### src/hw/video_config.svh
`ifndef VIDEO_CONFIG_SVH
`define VIDEO_CONFIG_SVH

// 640x480 at 60 Hz with a 25.175 MHz pixel clock

// horizontal timing in pixel clocks
`define H_ACTIVE 640 // visible columns
`define H_SYNC_START 656 // front porch of 16 ends here
`define H_SYNC_END 752 // 96 clocks of sync pulse
`define H_TOTAL 800 // back porch of 48 fills the rest

// vertical timing in lines
`define V_ACTIVE 480 // visible lines
`define V_SYNC_START 490 // front porch of 10 lines
`define V_SYNC_END 492 // two lines of sync pulse
`define V_TOTAL 525 // back porch of 33 lines

// test pattern geometry
// eight bars across the visible width
`define BAR_WIDTH 80

`endif

### src/hw/video_pkg.sv
package video_pkg;

	// raster positions
	typedef logic [9:0] pixel_count_t; // column within a line, up to 799
	typedef logic [9:0] line_count_t; // line within a frame, up to 524

	// line buffer address is the bank bit then the column
	typedef logic [10:0] line_addr_t;

	// one bit per channel at the pins
	// red in bit 2, green in bit 1, blue in bit 0
	typedef logic [2:0] rgb_t;

	// rainbow channel intensity, only the top bit reaches the pins
	typedef logic [7:0] color_level_t;

	// motion of one rainbow channel
	typedef enum logic [1:0] {
		hue_hold = 2'b00, // parked at 0 or 255
		hue_rise = 2'b01, // counting up one per frame
		hue_fall = 2'b10 // counting down one per frame
	} hue_dir_e;

endpackage

### src/hw/raster_timing.sv
`timescale 1ns/1ns
`include "video_config.svh"

module raster_timing (
	input logic pixel_clock,
	input logic reset,
	output video_pkg::pixel_count_t pixel_x, // display column
	output video_pkg::pixel_count_t draw_x, // drawing column
	output video_pkg::line_count_t line_y, // display line
	output video_pkg::line_count_t draw_line, // drawing line, one ahead
	output logic frame_strobe,
	output logic hsync_raw,
	output logic vsync_raw,
	output logic blank_raw
);

	localparam video_pkg::pixel_count_t last_pixel =
		video_pkg::pixel_count_t'(`H_TOTAL - 1);
	localparam video_pkg::line_count_t last_line =
		video_pkg::line_count_t'(`V_TOTAL - 1);

	logic line_end; // last clock of every line

	assign line_end = (pixel_x == last_pixel);

	// horizontal counter, free running
	always_ff @(posedge pixel_clock) begin
		if (reset) begin
			pixel_x <= '0;
		end else if (line_end) begin
			pixel_x <= '0;
		end else begin
			pixel_x <= pixel_x + 1'b1;
		end
	end

	// display line and drawing line step together at end of line
	// reset puts display on the last line so line 0 is drawn first
	always_ff @(posedge pixel_clock) begin
		if (reset) begin
			line_y <= last_line;
			draw_line <= '0; // one ahead of last_line, already wrapped
		end else if (line_end) begin
			if (line_y == last_line) begin
				line_y <= '0;
			end else begin
				line_y <= line_y + 1'b1;
			end
			// wraps one line earlier than line_y
			if (draw_line == last_line) begin
				draw_line <= '0;
			end else begin
				draw_line <= draw_line + 1'b1;
			end
		end
	end

	// drawing runs column for column with display
	assign draw_x = pixel_x;

	// first clock after the last visible line, hue walker steps here
	assign frame_strobe = (pixel_x == '0) && (line_y == `V_ACTIVE);

	// sync pulses are active low
	assign hsync_raw = !((pixel_x >= `H_SYNC_START) && (pixel_x < `H_SYNC_END));
	assign vsync_raw = !((line_y >= `V_SYNC_START) && (line_y < `V_SYNC_END));

	// high anywhere outside the 640x480 window
	assign blank_raw = (pixel_x >= `H_ACTIVE) || (line_y >= `V_ACTIVE);

endmodule

### config.mk
export PLATFORM = sky130hd
export DESIGN_NAME = raster_timing
export DESIGN_NICKNAME = d
export VERILOG_FILES = /design/src/hw/video_pkg.sv /design/src/hw/raster_timing.sv
export VERILOG_INCLUDE_DIRS = /design/src /design/src/hw
export SDC_FILE = /design/constraint.sdc
export NUM_CORES = 1
export LEC_CHECK = 0
export BUFFER_PORTS_ARGS = -buffer_cell sky130_fd_sc_hd__buf_4
export CAP_MARGIN = 30
export CORE_MARGIN = 4
export CORE_UTILIZATION = 31
export DETAILED_ROUTE_END_ITERATION = 10
export HOLD_SLACK_MARGIN = 0.02
export PLACE_DENSITY = 0.48
export RECOVER_POWER = 50
export SYNTH_ARGS = -nofsm -noshare
export SYNTH_HDL_FRONTEND = slang
export SYNTH_SLANG_ARGS = --single-unit
### constraint.sdc
create_clock -name pixel_clock -period 4.6 [get_ports pixel_clock]
set_input_delay 0.23 -clock pixel_clock [delete_from_list [all_inputs] [get_ports pixel_clock]]
set_output_delay 0.23 -clock pixel_clock [all_outputs]
set_load 0.01 [all_outputs]
==> metrics.yaml <==
synthesis:
  post_synthesis_share_of_cell_area_spent_on_full_adders_half_adders_and_majority_gates_pct: 5.32
  yosys_most_used_dff: "dfxtp_1"
  postSynthAreaPerCell_um2: 8.81
  post_synth_main_area_contributors: "dfxtp_1, xor2_1, ha_1"
  share_of_the_yosys_chip_area_belonging_to_registers_pct: 36.4
  ys_async_sr_fraction_pct: 0
  yosysWarnings: 0
  synthTopCellsByCount: "dfxtp_1, nor2_1, xor2_1"
  synth_simple_gate_area_share_pct: 32.4
  yosys.area.top_type: "dfxtp_1"
  synth_top_family_by_area: "simple AND/OR/NAND/NOR gates"
  synth.most_common_cell: "dfxtp_1"
  synth_top_cell_area_share_pct: 36.4
  synth-seq-cells: 30
  netlist_area_mm2: 0.00165
  area_fraction_in_compound_gates_after_synthesis_pct: 6.45
  synth_edf_count: 0
  mappedNetlistNets: 196
  post_synth_num_cell_types: 35
  synth.area.mux_share_pct: 1.82
  synth-xor-area-share_pct: 9.57
  netlist_instances: 187
critical_path:
  worstPathCellList: "nand4_1 -> or4_1 -> or4b_1 -> buf_4"
  biggest_cell_delay_along_the_critical_path_ns: 0.48
  critical_path.max_fanout: 8
  cpMaxStageDelayCell: "or4b_1"
  setup.worst_path.end_class: "output port"
  r2r_setup_slack_ns: 2.52
  crit-reg2reg-launch: "draw_x[0]$_SDFF_PP0_"
  worst_ep_arrival_time_ns: 2.08
  critPathRequiredTime_ns: 4.37
  worstRegToRegCells: 5
  worst-setup-path-type: "reg2out"
  rr_endpoint: "line_y[9]$_SDFFE_PP1N_"
  worst_setup_path_startpoint: "line_y[5]$_SDFFE_PP0N_"
  setup.worst_path.start_class: "flip-flop"
clock_network:
  cts_post_setup_buffers_inserted: 0
  latest_clock_arrival_within_the_worst_skew_pair_ns: 0.28
  cts_tree: "yes"
  clock-sinks: 30
  clk_pin_slew_ns: 0.07
  clock_tree.htree_level_count: 2
  number_of_hold_repair_buffers_added_at_the_cts_stage: 0
  clk_path_buf_depth: 2
  cts_resized: 0
  tritoncts.num_buffers: 5
  cts_root_buffer: "clkbuf_8"
die:
  placeableCoreArea_mm2: 0.00514
  die_w_um: 80.9
  initial_utilization_pct: 32.1
  die_area_mm2: 0.00655
  rows: 26
  ioPinCount: 46
  die_height_um: 80.9
hold_path:
  hold_path_class: "in2reg"
  min_delay_path_depth: 2
  holdPathEnd: "draw_x[4]$_SDFF_PP0_"
  min_from: "reset"
power:
  fin_total_pwr_uw: 503
  static-leakage-power_nw: 0.642
  power_density_mw_per_mm2: 260
  ir_drop_v: 0.000133
routing:
  detail_route.first_pass.iterations: 4
  final_antenna_net_count: 0
  post_drt_via_cell_ratio: 5.10
  finalWirelength_mm: 4.28
  wl_per_cell_um: 14.5
  detailroute.via_count: 1510
  drt-initial-drc-count: 70
  drcViolationCount: 0
outcome:
  run_status: "complete, no violations"
place:
  gp_congestion: 0.783
  placement.setup.worst_slack_ns: 2.50
  post-dp-hpwl_mm: 3.09
  io_buffers: 45
timing:
  total_count_of_max_transition_violations_in_the_final_report: 0
  final_period_minus_worst_setup_slack_ns: 2.31
  final_critical_path_setup_slack_ns: 2.29
  finalHoldViolCount: 0
  setup_repair_after_global_routing_missed_its_margin: "no"
  tns_ns: 0
  clock.fmax_mhz: 433
  setup_viol: 0
  timing.slew.headroom_pct: 61.1
  worst_clock_skew_ns: 0.00581
  tightestPinTransition_ns: 0.579
  fin_crit_sh_pct: 50.1
cells_and_area:
  postLayoutCoreUtil_pct: 37.7
  fillers: 585
  syn2layout_area_growth_pct: 17.5
  post_route_cells_drive_above_1_share_pct: 11.1
  num_antenna_cells: 0
  final_net_count: 234
job:
  cap_viol_max_count: 0
global_routing:
  global_route_wire_length_before_repair_mm: 7.03
  grt.overflow.total: 0
  initial_antenna_violation_count: 0
  global_route.usage.total_pct: 13.9
  first_global_vias: 1425
  largest_net_degree_at_the_start_of_global_routing: 15
-- power by group --
part           total [mW]  internal [mW]  switching, mW
sequential          0.266          0.262        0.00369
clock               0.220          0.121         0.0995
combinational      0.0171        0.00632         0.0107
-- cells in the final DEF, fill, tap and decap left out, drive strengths merged, types with 4 or more instances in the layout --
cell	instances
a21oi	9
and3	4
nor2	18
inv	8
xor2	12
buf	10
clkbuf	43
xnor2	6
dfxtp	30
or4	5
nand3	10
ha	7
o21ai	8
nor3	10
or3	4
nand2	5
nand4	12
-- sequential cells by signal, indices dropped and copies added (netlist names) --
signal	count
draw_line	10
draw_x	10
line_y	10
-- worst max-delay path: cells and delay by family (launching register included) --
kind | cells | cell delay (ns)
buffers and inverters | 1 | 0.16
flip-flops | 1 | 0.47
AND/OR/NAND/NOR | 3 | 1.16
-- cell families (layout without fill, tap and decap cells) --
group	count (synthesis)	count (layout)
buf+inv	23	62
xor+xnor	18	18
compound gates	20	20
fa+ha+maj	7	7
simple gates	86	86
mux	3	3
flops	30	30
-- final cells by class --
cell class / instances / area [um^2] / share of cell area (%)
clock buffer: 7 / 86.3 / 4.46
clock inverter: 1 / 5.00 / 0.259
inverter: 8 / 30.0 / 1.55
multi-input combinational: 134 / 916 / 47.3
sequential: 30 / 601 / 31.0
tap: 70 / 87.6 / 4.52
timing repair buffer: 46 / 210 / 10.9
-- per-layer routing --
metal / routed length [um] / GRT usage [%]
met1: 2050 / 18.5
met2: 1980 / 21.8
met3: 196 / 3.55
met4: 59 / 5.07
met5: 0 / 0
-- stage by stage --
stage / cell area (um^2) / cells / hold WS [ns]
finish: 1940 / 296 / 0.250
global route: 1940 / 296 / 0.252
CTS: 2070 / 296 / 0.249
detailed placement: 1980 / 288 / 0.506
global placement: 1980 / 288 / 0.512
floorplan: 1650 / 187 / 0.306
-- how the worst max path moves through the flow --
stage | endpoint | slack (ns) | depth (start not counted)
finish | vsync_raw | 2.29 | 4
floorplan | vsync_raw | 2.80 | 3
global route | vsync_raw | 2.15 | 4
global placement | vsync_raw | 2.57 | 4
detailed placement | draw_line[3]$_SDFFE_PP0N_ | 2.50 | 5
CTS | vsync_raw | 2.26 | 4
Power figures use the tool's default switching activity.
