--- config.mk ---
export PLATFORM = sky130hd
export DESIGN_NAME = color_bar_source_flat
export DESIGN_NICKNAME = d
export VERILOG_FILES = /design/src/hw/video_pkg.sv /design/src/hw/line_write_if.sv /design/src/hw/color_bar_source.sv /design/src/flat_wrapper.sv
export VERILOG_INCLUDE_DIRS = /design/src /design/src/hw
export SDC_FILE = /design/constraint.sdc
export NUM_CORES = 1
export LEC_CHECK = 0
export BUFFER_PORTS_ARGS = -buffer_cell sky130_fd_sc_hd__buf_2
export CAP_MARGIN = 10
export CORE_MARGIN = 5
export CORE_UTILIZATION = 35
export CTS_BUF_LIST = sky130_fd_sc_hd__clkbuf_16
export DETAILED_ROUTE_END_ITERATION = 10
export PLACE_DENSITY = 0.56
export SLEW_MARGIN = 20
export SYNTH_ARGS = -nofsm -noshare
export SYNTH_HDL_FRONTEND = slang
export SYNTH_SLANG_ARGS = --single-unit
--- constraint.sdc ---
create_clock -name pixel_clock -period 3.1 [get_ports pixel_clock]
set_input_delay 0 -clock pixel_clock [delete_from_list [all_inputs] [get_ports pixel_clock]]
set_output_delay 0 -clock pixel_clock [all_outputs]
set_load 0.1 [all_outputs]
--- src/hw/video_config.svh ---
`ifndef VIDEO_CONFIG_SVH
`define VIDEO_CONFIG_SVH

// 640x480 at 60 Hz with a 25.175 MHz pixel clock

// horizontal timing in pixel clocks
`define H_ACTIVE 640 // visible columns
`define H_SYNC_START 656 // front porch of 16 ends here
`define H_SYNC_END 752 // 96 clocks of sync pulse
`define H_TOTAL 800 // back porch of 48 fills the rest

// vertical timing in lines
`define V_ACTIVE 480 // visible lines
`define V_SYNC_START 490 // front porch of 10 lines
`define V_SYNC_END 492 // two lines of sync pulse
`define V_TOTAL 525 // back porch of 33 lines

// test pattern geometry
// eight bars across the visible width
`define BAR_WIDTH 80

`endif

--- src/hw/video_pkg.sv ---
package video_pkg;

	// raster positions
	typedef logic [9:0] pixel_count_t; // column within a line, up to 799
	typedef logic [9:0] line_count_t; // line within a frame, up to 524

	// line buffer address is the bank bit then the column
	typedef logic [10:0] line_addr_t;

	// one bit per channel at the pins
	// red in bit 2, green in bit 1, blue in bit 0
	typedef logic [2:0] rgb_t;

	// rainbow channel intensity, only the top bit reaches the pins
	typedef logic [7:0] color_level_t;

	// motion of one rainbow channel
	typedef enum logic [1:0] {
		hue_hold = 2'b00, // parked at 0 or 255
		hue_rise = 2'b01, // counting up one per frame
		hue_fall = 2'b10 // counting down one per frame
	} hue_dir_e;

endpackage

--- src/hw/line_write_if.sv ---
`timescale 1ns/1ns

// one line buffer write per clock, no back-pressure
interface line_write_if;

	logic write_enable; // high for each active column being drawn
	video_pkg::line_addr_t write_addr; // bank bit and column
	video_pkg::rgb_t write_data; // pixel color
	logic write_bank; // bank being filled

	// pattern side
	modport source (
		output write_enable,
		output write_addr,
		output write_data,
		output write_bank
	);

	// memory side
	modport buffer (
		input write_enable,
		input write_addr,
		input write_data,
		input write_bank
	);

endinterface

--- src/hw/color_bar_source.sv ---
`timescale 1ns/1ns
`include "video_config.svh"

module color_bar_source (
	input logic pixel_clock,
	input logic reset,
	input video_pkg::pixel_count_t draw_x,
	input video_pkg::line_count_t draw_line,
	input logic frame_strobe, // one pulse per frame
	line_write_if.source line_write
);

	localparam int channels = 3; // red, green, blue in walk order

	// rainbow bar state, index 0 red, 1 green, 2 blue
	video_pkg::color_level_t level [channels];
	video_pkg::hue_dir_e dir [channels];

	// bar selection for the current draw column
	logic [2:0] bar_index; // 0..7 across the visible width
	logic [6:0] bar_col; // column inside the bar, 0..79
	logic separator; // black gap between bars
	logic draw_active; // inside the visible window
	video_pkg::rgb_t bar_color;
	video_pkg::rgb_t rainbow_color;

	// hue walker
	// one channel moves at a time and passes the motion on at its limit
	always_ff @(posedge pixel_clock) begin
		if (reset) begin
			// start at pure red with green on its way up
			level[0] <= 8'hff;
			level[1] <= 8'h00;
			level[2] <= 8'h00;
			dir[0] <= video_pkg::hue_hold;
			dir[1] <= video_pkg::hue_rise;
			dir[2] <= video_pkg::hue_hold;
		end else if (frame_strobe) begin
			for (int ch = 0; ch < channels; ch++) begin
				case (dir[ch])
					video_pkg::hue_rise: begin
						if (level[ch] == 8'hff) begin
							dir[ch] <= video_pkg::hue_hold; // park at full
							// channel before this one starts fading
							dir[(ch + 2) % channels] <= video_pkg::hue_fall;
						end else begin
							level[ch] <= level[ch] + 8'h01;
						end
					end
					video_pkg::hue_fall: begin
						if (level[ch] == 8'h00) begin
							dir[ch] <= video_pkg::hue_hold; // park at zero
							// two on in walk order, i.e. the one before
							dir[(ch + 2) % channels] <= video_pkg::hue_rise;
						end else begin
							level[ch] <= level[ch] - 8'h01;
						end
					end
					default: begin
						// holding channels wait for a neighbour
					end
				endcase
			end
		end
	end

	// only the top bit of each level reaches the one bit pins
	assign rainbow_color = {level[0][7], level[1][7], level[2][7]};

	// column decode
	assign bar_index = 3'(draw_x / `BAR_WIDTH);
	assign bar_col = 7'(draw_x % `BAR_WIDTH);
	// last column of each bar and first column of every bar but the first
	assign separator = (bar_col == 7'(`BAR_WIDTH - 1)) ||
		((bar_col == 7'd0) && (draw_x != '0));
	assign draw_active = (draw_x < `H_ACTIVE) && (draw_line < `V_ACTIVE);

	always_comb begin
		case (bar_index)
			3'd0: bar_color = 3'b100; // red
			3'd1: bar_color = 3'b110; // yellow
			3'd2: bar_color = 3'b010; // green
			3'd3: bar_color = 3'b011; // cyan
			3'd4: bar_color = 3'b001; // blue
			3'd5: bar_color = 3'b101; // magenta
			3'd6: bar_color = 3'b111; // white
			default: bar_color = rainbow_color; // walking hue
		endcase
		if (separator) begin
			bar_color = 3'b000;
		end
	end

	// write strobe, one clock after the draw position
	always_ff @(posedge pixel_clock) begin
		if (reset) begin
			line_write.write_enable <= 1'b0;
		end else begin
			line_write.write_enable <= draw_active;
		end
	end

	// write payload, follows the strobe
	always_ff @(posedge pixel_clock) begin
		line_write.write_bank <= draw_line[0]; // opposite of the read bank
		line_write.write_addr <= {draw_line[0], draw_x};
		line_write.write_data <= bar_color;
	end

endmodule

--- src/flat_wrapper.sv ---
// flat-port wrapper written by rule: the top's interface ports become plain ports
module color_bar_source_flat 
  (pixel_clock, reset, draw_x, draw_line, frame_strobe, line_write_write_enable, line_write_write_addr, line_write_write_data, line_write_write_bank);
  line_write_if line_write_i ();
  input logic pixel_clock;
  input logic reset;
  input video_pkg::pixel_count_t draw_x;
  input video_pkg::line_count_t draw_line;
  input logic frame_strobe;
  output wire logic [$bits(line_write_i.write_enable)-1:0] line_write_write_enable;
  output wire logic [$bits(line_write_i.write_addr)-1:0] line_write_write_addr;
  output wire logic [$bits(line_write_i.write_data)-1:0] line_write_write_data;
  output wire logic [$bits(line_write_i.write_bank)-1:0] line_write_write_bank;
  assign line_write_write_enable = line_write_i.write_enable;
  assign line_write_write_addr = line_write_i.write_addr;
  assign line_write_write_data = line_write_i.write_data;
  assign line_write_write_bank = line_write_i.write_bank;
  color_bar_source u_core (.pixel_clock(pixel_clock), .reset(reset), .draw_x(draw_x), .draw_line(draw_line), .frame_strobe(frame_strobe), .line_write(line_write_i));
endmodule
==> reports/metrics.csv <==
stage;metric;value;unit
drt;dr.first_iter.drc_count;106;
timing;slew_headroom;58.4;%
yosys;synth-edff-count;30;
yosys;synth_mux_area_share;0.761;%
power;cellLeakagePower;1.56;nW
grt;grt_usage;13.5;%
placement;portBuffers;34;
power;irDropWorstVdd;0.213;mV
yosys;synth_area;0.00329;mm2
yosys;synth_top_family_by_area;simple AND/OR/NAND/NOR gates;
critical_path;criticalPathCategory;reg2reg;
status;outcome;complete, no violations;
yosys;ys_types;69;
die;rows;35;
yosys;synthAdderAreaFrac;7.30;%
die;core-area;0.00920;mm2
yosys;synthesis.instances;369;
yosys;synth-compound-area-share;22.5;%
clocking;clock_latency;290;ps
grt;gr-total-overflow;0;
layout;syn2layout_area_growth;16.5;%
drt;drc;0;
clocking;numCtsBuffers;5;
timing;maxSlewViolCount;0;
drt;ant_nets;0;
power;power_density;464;mW/mm2
layout;final_cells;524;
die;die_width;107;um
grt;grt_pass1_vias;2628;
clocking;htreeDepth;2;
timing;setup_tns;0;ps
placement;gp_congestion;0.803;
drt;route.detailed.wl_per_inst;14.4;um
yosys;yosysWarningCount;0;
placement;place_area;0.00358;mm2
timing;worstMarginPinSlew;622;ps
clocking;cts.sinks;45;
job;max_cap_viol_count;0;
die;io_pins;39;
critical_path;crit_fanout;5;
drt;drt-vias-per-instance;5.46;
critical_path;crit_path_end;u_core.level[1][7]$_SDFFCE_PN0P_;
timing;post-route-period-util;95.0;%
yosys;synth_xor_area_share;3.46;%
yosys;synth_area_leaders;edfxtp_1 27%, dfxtp_1 9.1%, ha_1 6.1%;
timing;max_freq;340;MHz
critical_path;worstPathArrival;2980;ps
layout;layout.nets;453;
yosys;synth_area_leader_cell;edfxtp_1;
critical_path;reg2reg_to;u_core.level[1][7]$_SDFFCE_PN0P_;
layout;n_antenna_cell;0;
critical_path;rr_startpoint;u_core.level[1][1]$_SDFFCE_PN0P_;
clocking;cts-root-buf;clkbuf_16;
drt;dr.pass1.iters;4;
timing;rsz0062_at_grt;false;
grt;grt_pass1_wl;12600;um
clocking;cts_setup_buffers;0;
critical_path;r2r_cells;11;
timing;hold_violations;0;
yosys;synthSimpleGateAreaFrac;24.3;%
layout;drive_above_1_share;17.7;%
critical_path;start_kind;register;
yosys;synth_top_cell_area_share;27.4;%
layout;stdcell_area;0.00383;mm2
timing;skew;8.60;ps
yosys;synthFlopType;edfxtp_1;
clocking;cts.path.max_buffers;2;
clocking;cts_tree;built;
critical_path;rrSetupSlack;160;ps
placement;dpl.hpwl;5410;um
yosys;synth_seq_cells;45;
critical_path;end_kind;register;
yosys;syn_avg_cell_area;8.91;um2
die;initial_core_util;35.8;%
critical_path;critPathLaunch;u_core.level[1][1]$_SDFFCE_PN0P_;
die;dieArea;0.0114;mm2
worst_hold_path;hp-class;in2reg;
timing;min_period;2940;ps
timing;finalSetupViolations;0;
drt;vias;2862;
grt;grt_antenna_before_repair;0;
yosys;synth_seq_area_share;36.5;%
critical_path;crit_required;3140;ps
clocking;clk_pin_slew;60;ps
die;die_h;107;um
drt;drt_wl_total;7560;um
placement;dp_cells;508;
yosys;syn_nets;410;
grt;grt_max_degree;25;
yosys;synth-async-reset-ratio;0;%
timing;fin_hold_ws;32.0;ps
## synth_stat cells, types with 3 or more instances
master and count:
nand2_1 39, edfxtp_1 30, o21ai_0 30, a21oi_1 26
nor2_1 24, ha_1 16, inv_1 16, dfxtp_1 15
nor2b_1 14, a21o_1 10, nand2b_1 10, nand3_1 9
nor3_1 9, xnor2_1 7, xor2_1 6, clkbuf_1 5
nand4_1 5, nor4_1 5, a22oi_1 4, and3_1 4
buf_2 4, buf_4 4, nor3b_1 4, or4_1 4
a211o_1 3, a211oi_1 3, nand3b_1 3, o31ai_1 3
## final cells by class
type	instances	area, um2
repair buffers	54	340
inverters	16	60.1
multi-input cells	290	1930
clock buffers	6	150
well taps	111	139
flip-flops and latches	45	1200
fillers	952	5370
clock inverters	2	7.51
## sequential cells by signal (all words and copies together) (netlist names)
name and count:
u_core.level 24, u_core.line_write.write_addr 11, u_core.dir 6, u_core.line_write.write_data 3, u_core.line_write.write_enable 1
## placed cells by master, fill, tap and decap left out, types with 3 or more instances in the layout
master         netlist  routed
dlygate4sd3_1        0       8
a211oi_1             3       3
inv_1               16      17
and3_1               4       4
buf_4                4      12
nor2b_1             14      14
nand3b_1             3       3
nand3_1              9       9
a21oi_1             26      26
dfxtp_1             15      15
nor3b_1              4       4
clkbuf_16            0       6
nor2_1              24      24
xor2_1               6       6
a22oi_1              4       4
ha_1                16      16
edfxtp_1            30      30
or4_4                1       3
nor4_1               5       4
o21ai_0             30      30
o31ai_1              3       3
nand2b_1            10      10
nand2_1             39      39
a21o_1              10      10
a211o_1              3       3
nand4_1              5       5
xnor2_1              7       7
buf_2                4      34
nor3_1               9       9
## cells by family after synthesis
| family | Yosys count |
|---|---|
| simple gates | 148 |
| compound gates | 109 |
| buf+inv | 34 |
| mux | 2 |
| flops | 45 |
| xor+xnor | 13 |
| fa+ha+maj | 18 |
## critical path: stages (launching register included)
cell	delay, ps
edfxtp_1	450
or4_4	570
nor2_1	130
nor3_1	120
ha_1	290
a21o_1	180
a21o_1	190
a21o_1	180
a21oi_1	210
o21ai_0	150
xnor2_1	170
nor2_1	50
## worst min-delay path by stage
stage	startpoint	end	cells after the start
floorplan	draw_x[0]	u_core.line_write.write_addr[0]$_DFF_P_	0
global placement	draw_line[0]	u_core.line_write.write_addr[10]$_DFF_P_	1
detailed placement	draw_line[0]	u_core.line_write.write_addr[10]$_DFF_P_	1
CTS	reset	u_core.line_write.write_enable$_SDFF_PP0_	2
global route	reset	u_core.line_write.write_enable$_SDFF_PP0_	2
finish	reset	u_core.line_write.write_enable$_SDFF_PP0_	2
## through the flow
| step | utilization, % | power (W) | setup WS, ps |
|---|---|---|---|
| 4_1_cts | 41.5 | 0.00180 | 136 |
| 3_5_place_dp | 38.9 | 0.00121 | 142 |
| 3_3_place_gp | 38.9 | 0.00121 | 185 |
| 6_report | 41.7 | 0.00178 | 156 |
| 5_1_grt | 41.7 | 0.00187 | 19.9 |
| 2_1_floorplan | - | 0.00112 | 288 |
## what timing repair did
action                                  in CTS  in global routing
endpoints found under the setup margin       0                  2
hold buffers                                 8                  0
resized for setup                            0                  3
hold endpoints to repair                     8                  0
## power by group
group,internal [W],switching (W)
Clock,0.000343,0.000223
Combinational,0.000158,0.000321
Sequential,0.000694,0.0000402
Total,0.00119,0.000584
## routing by layer
| metal | global-route usage (%) | wire [um] | vias to the layer above |
|---|---|---|---|
| li1 | - | - | 1448 |
| met1 | 19.0 | 3740 | 1349 |
| met2 | 21.1 | 3460 | 59 |
| met3 | 2.23 | 269 | 6 |
| met4 | 4.11 | 93 | 0 |
| met5 | 0 | 0 | - |
Note: power is estimated with default switching activity, not from simulation.
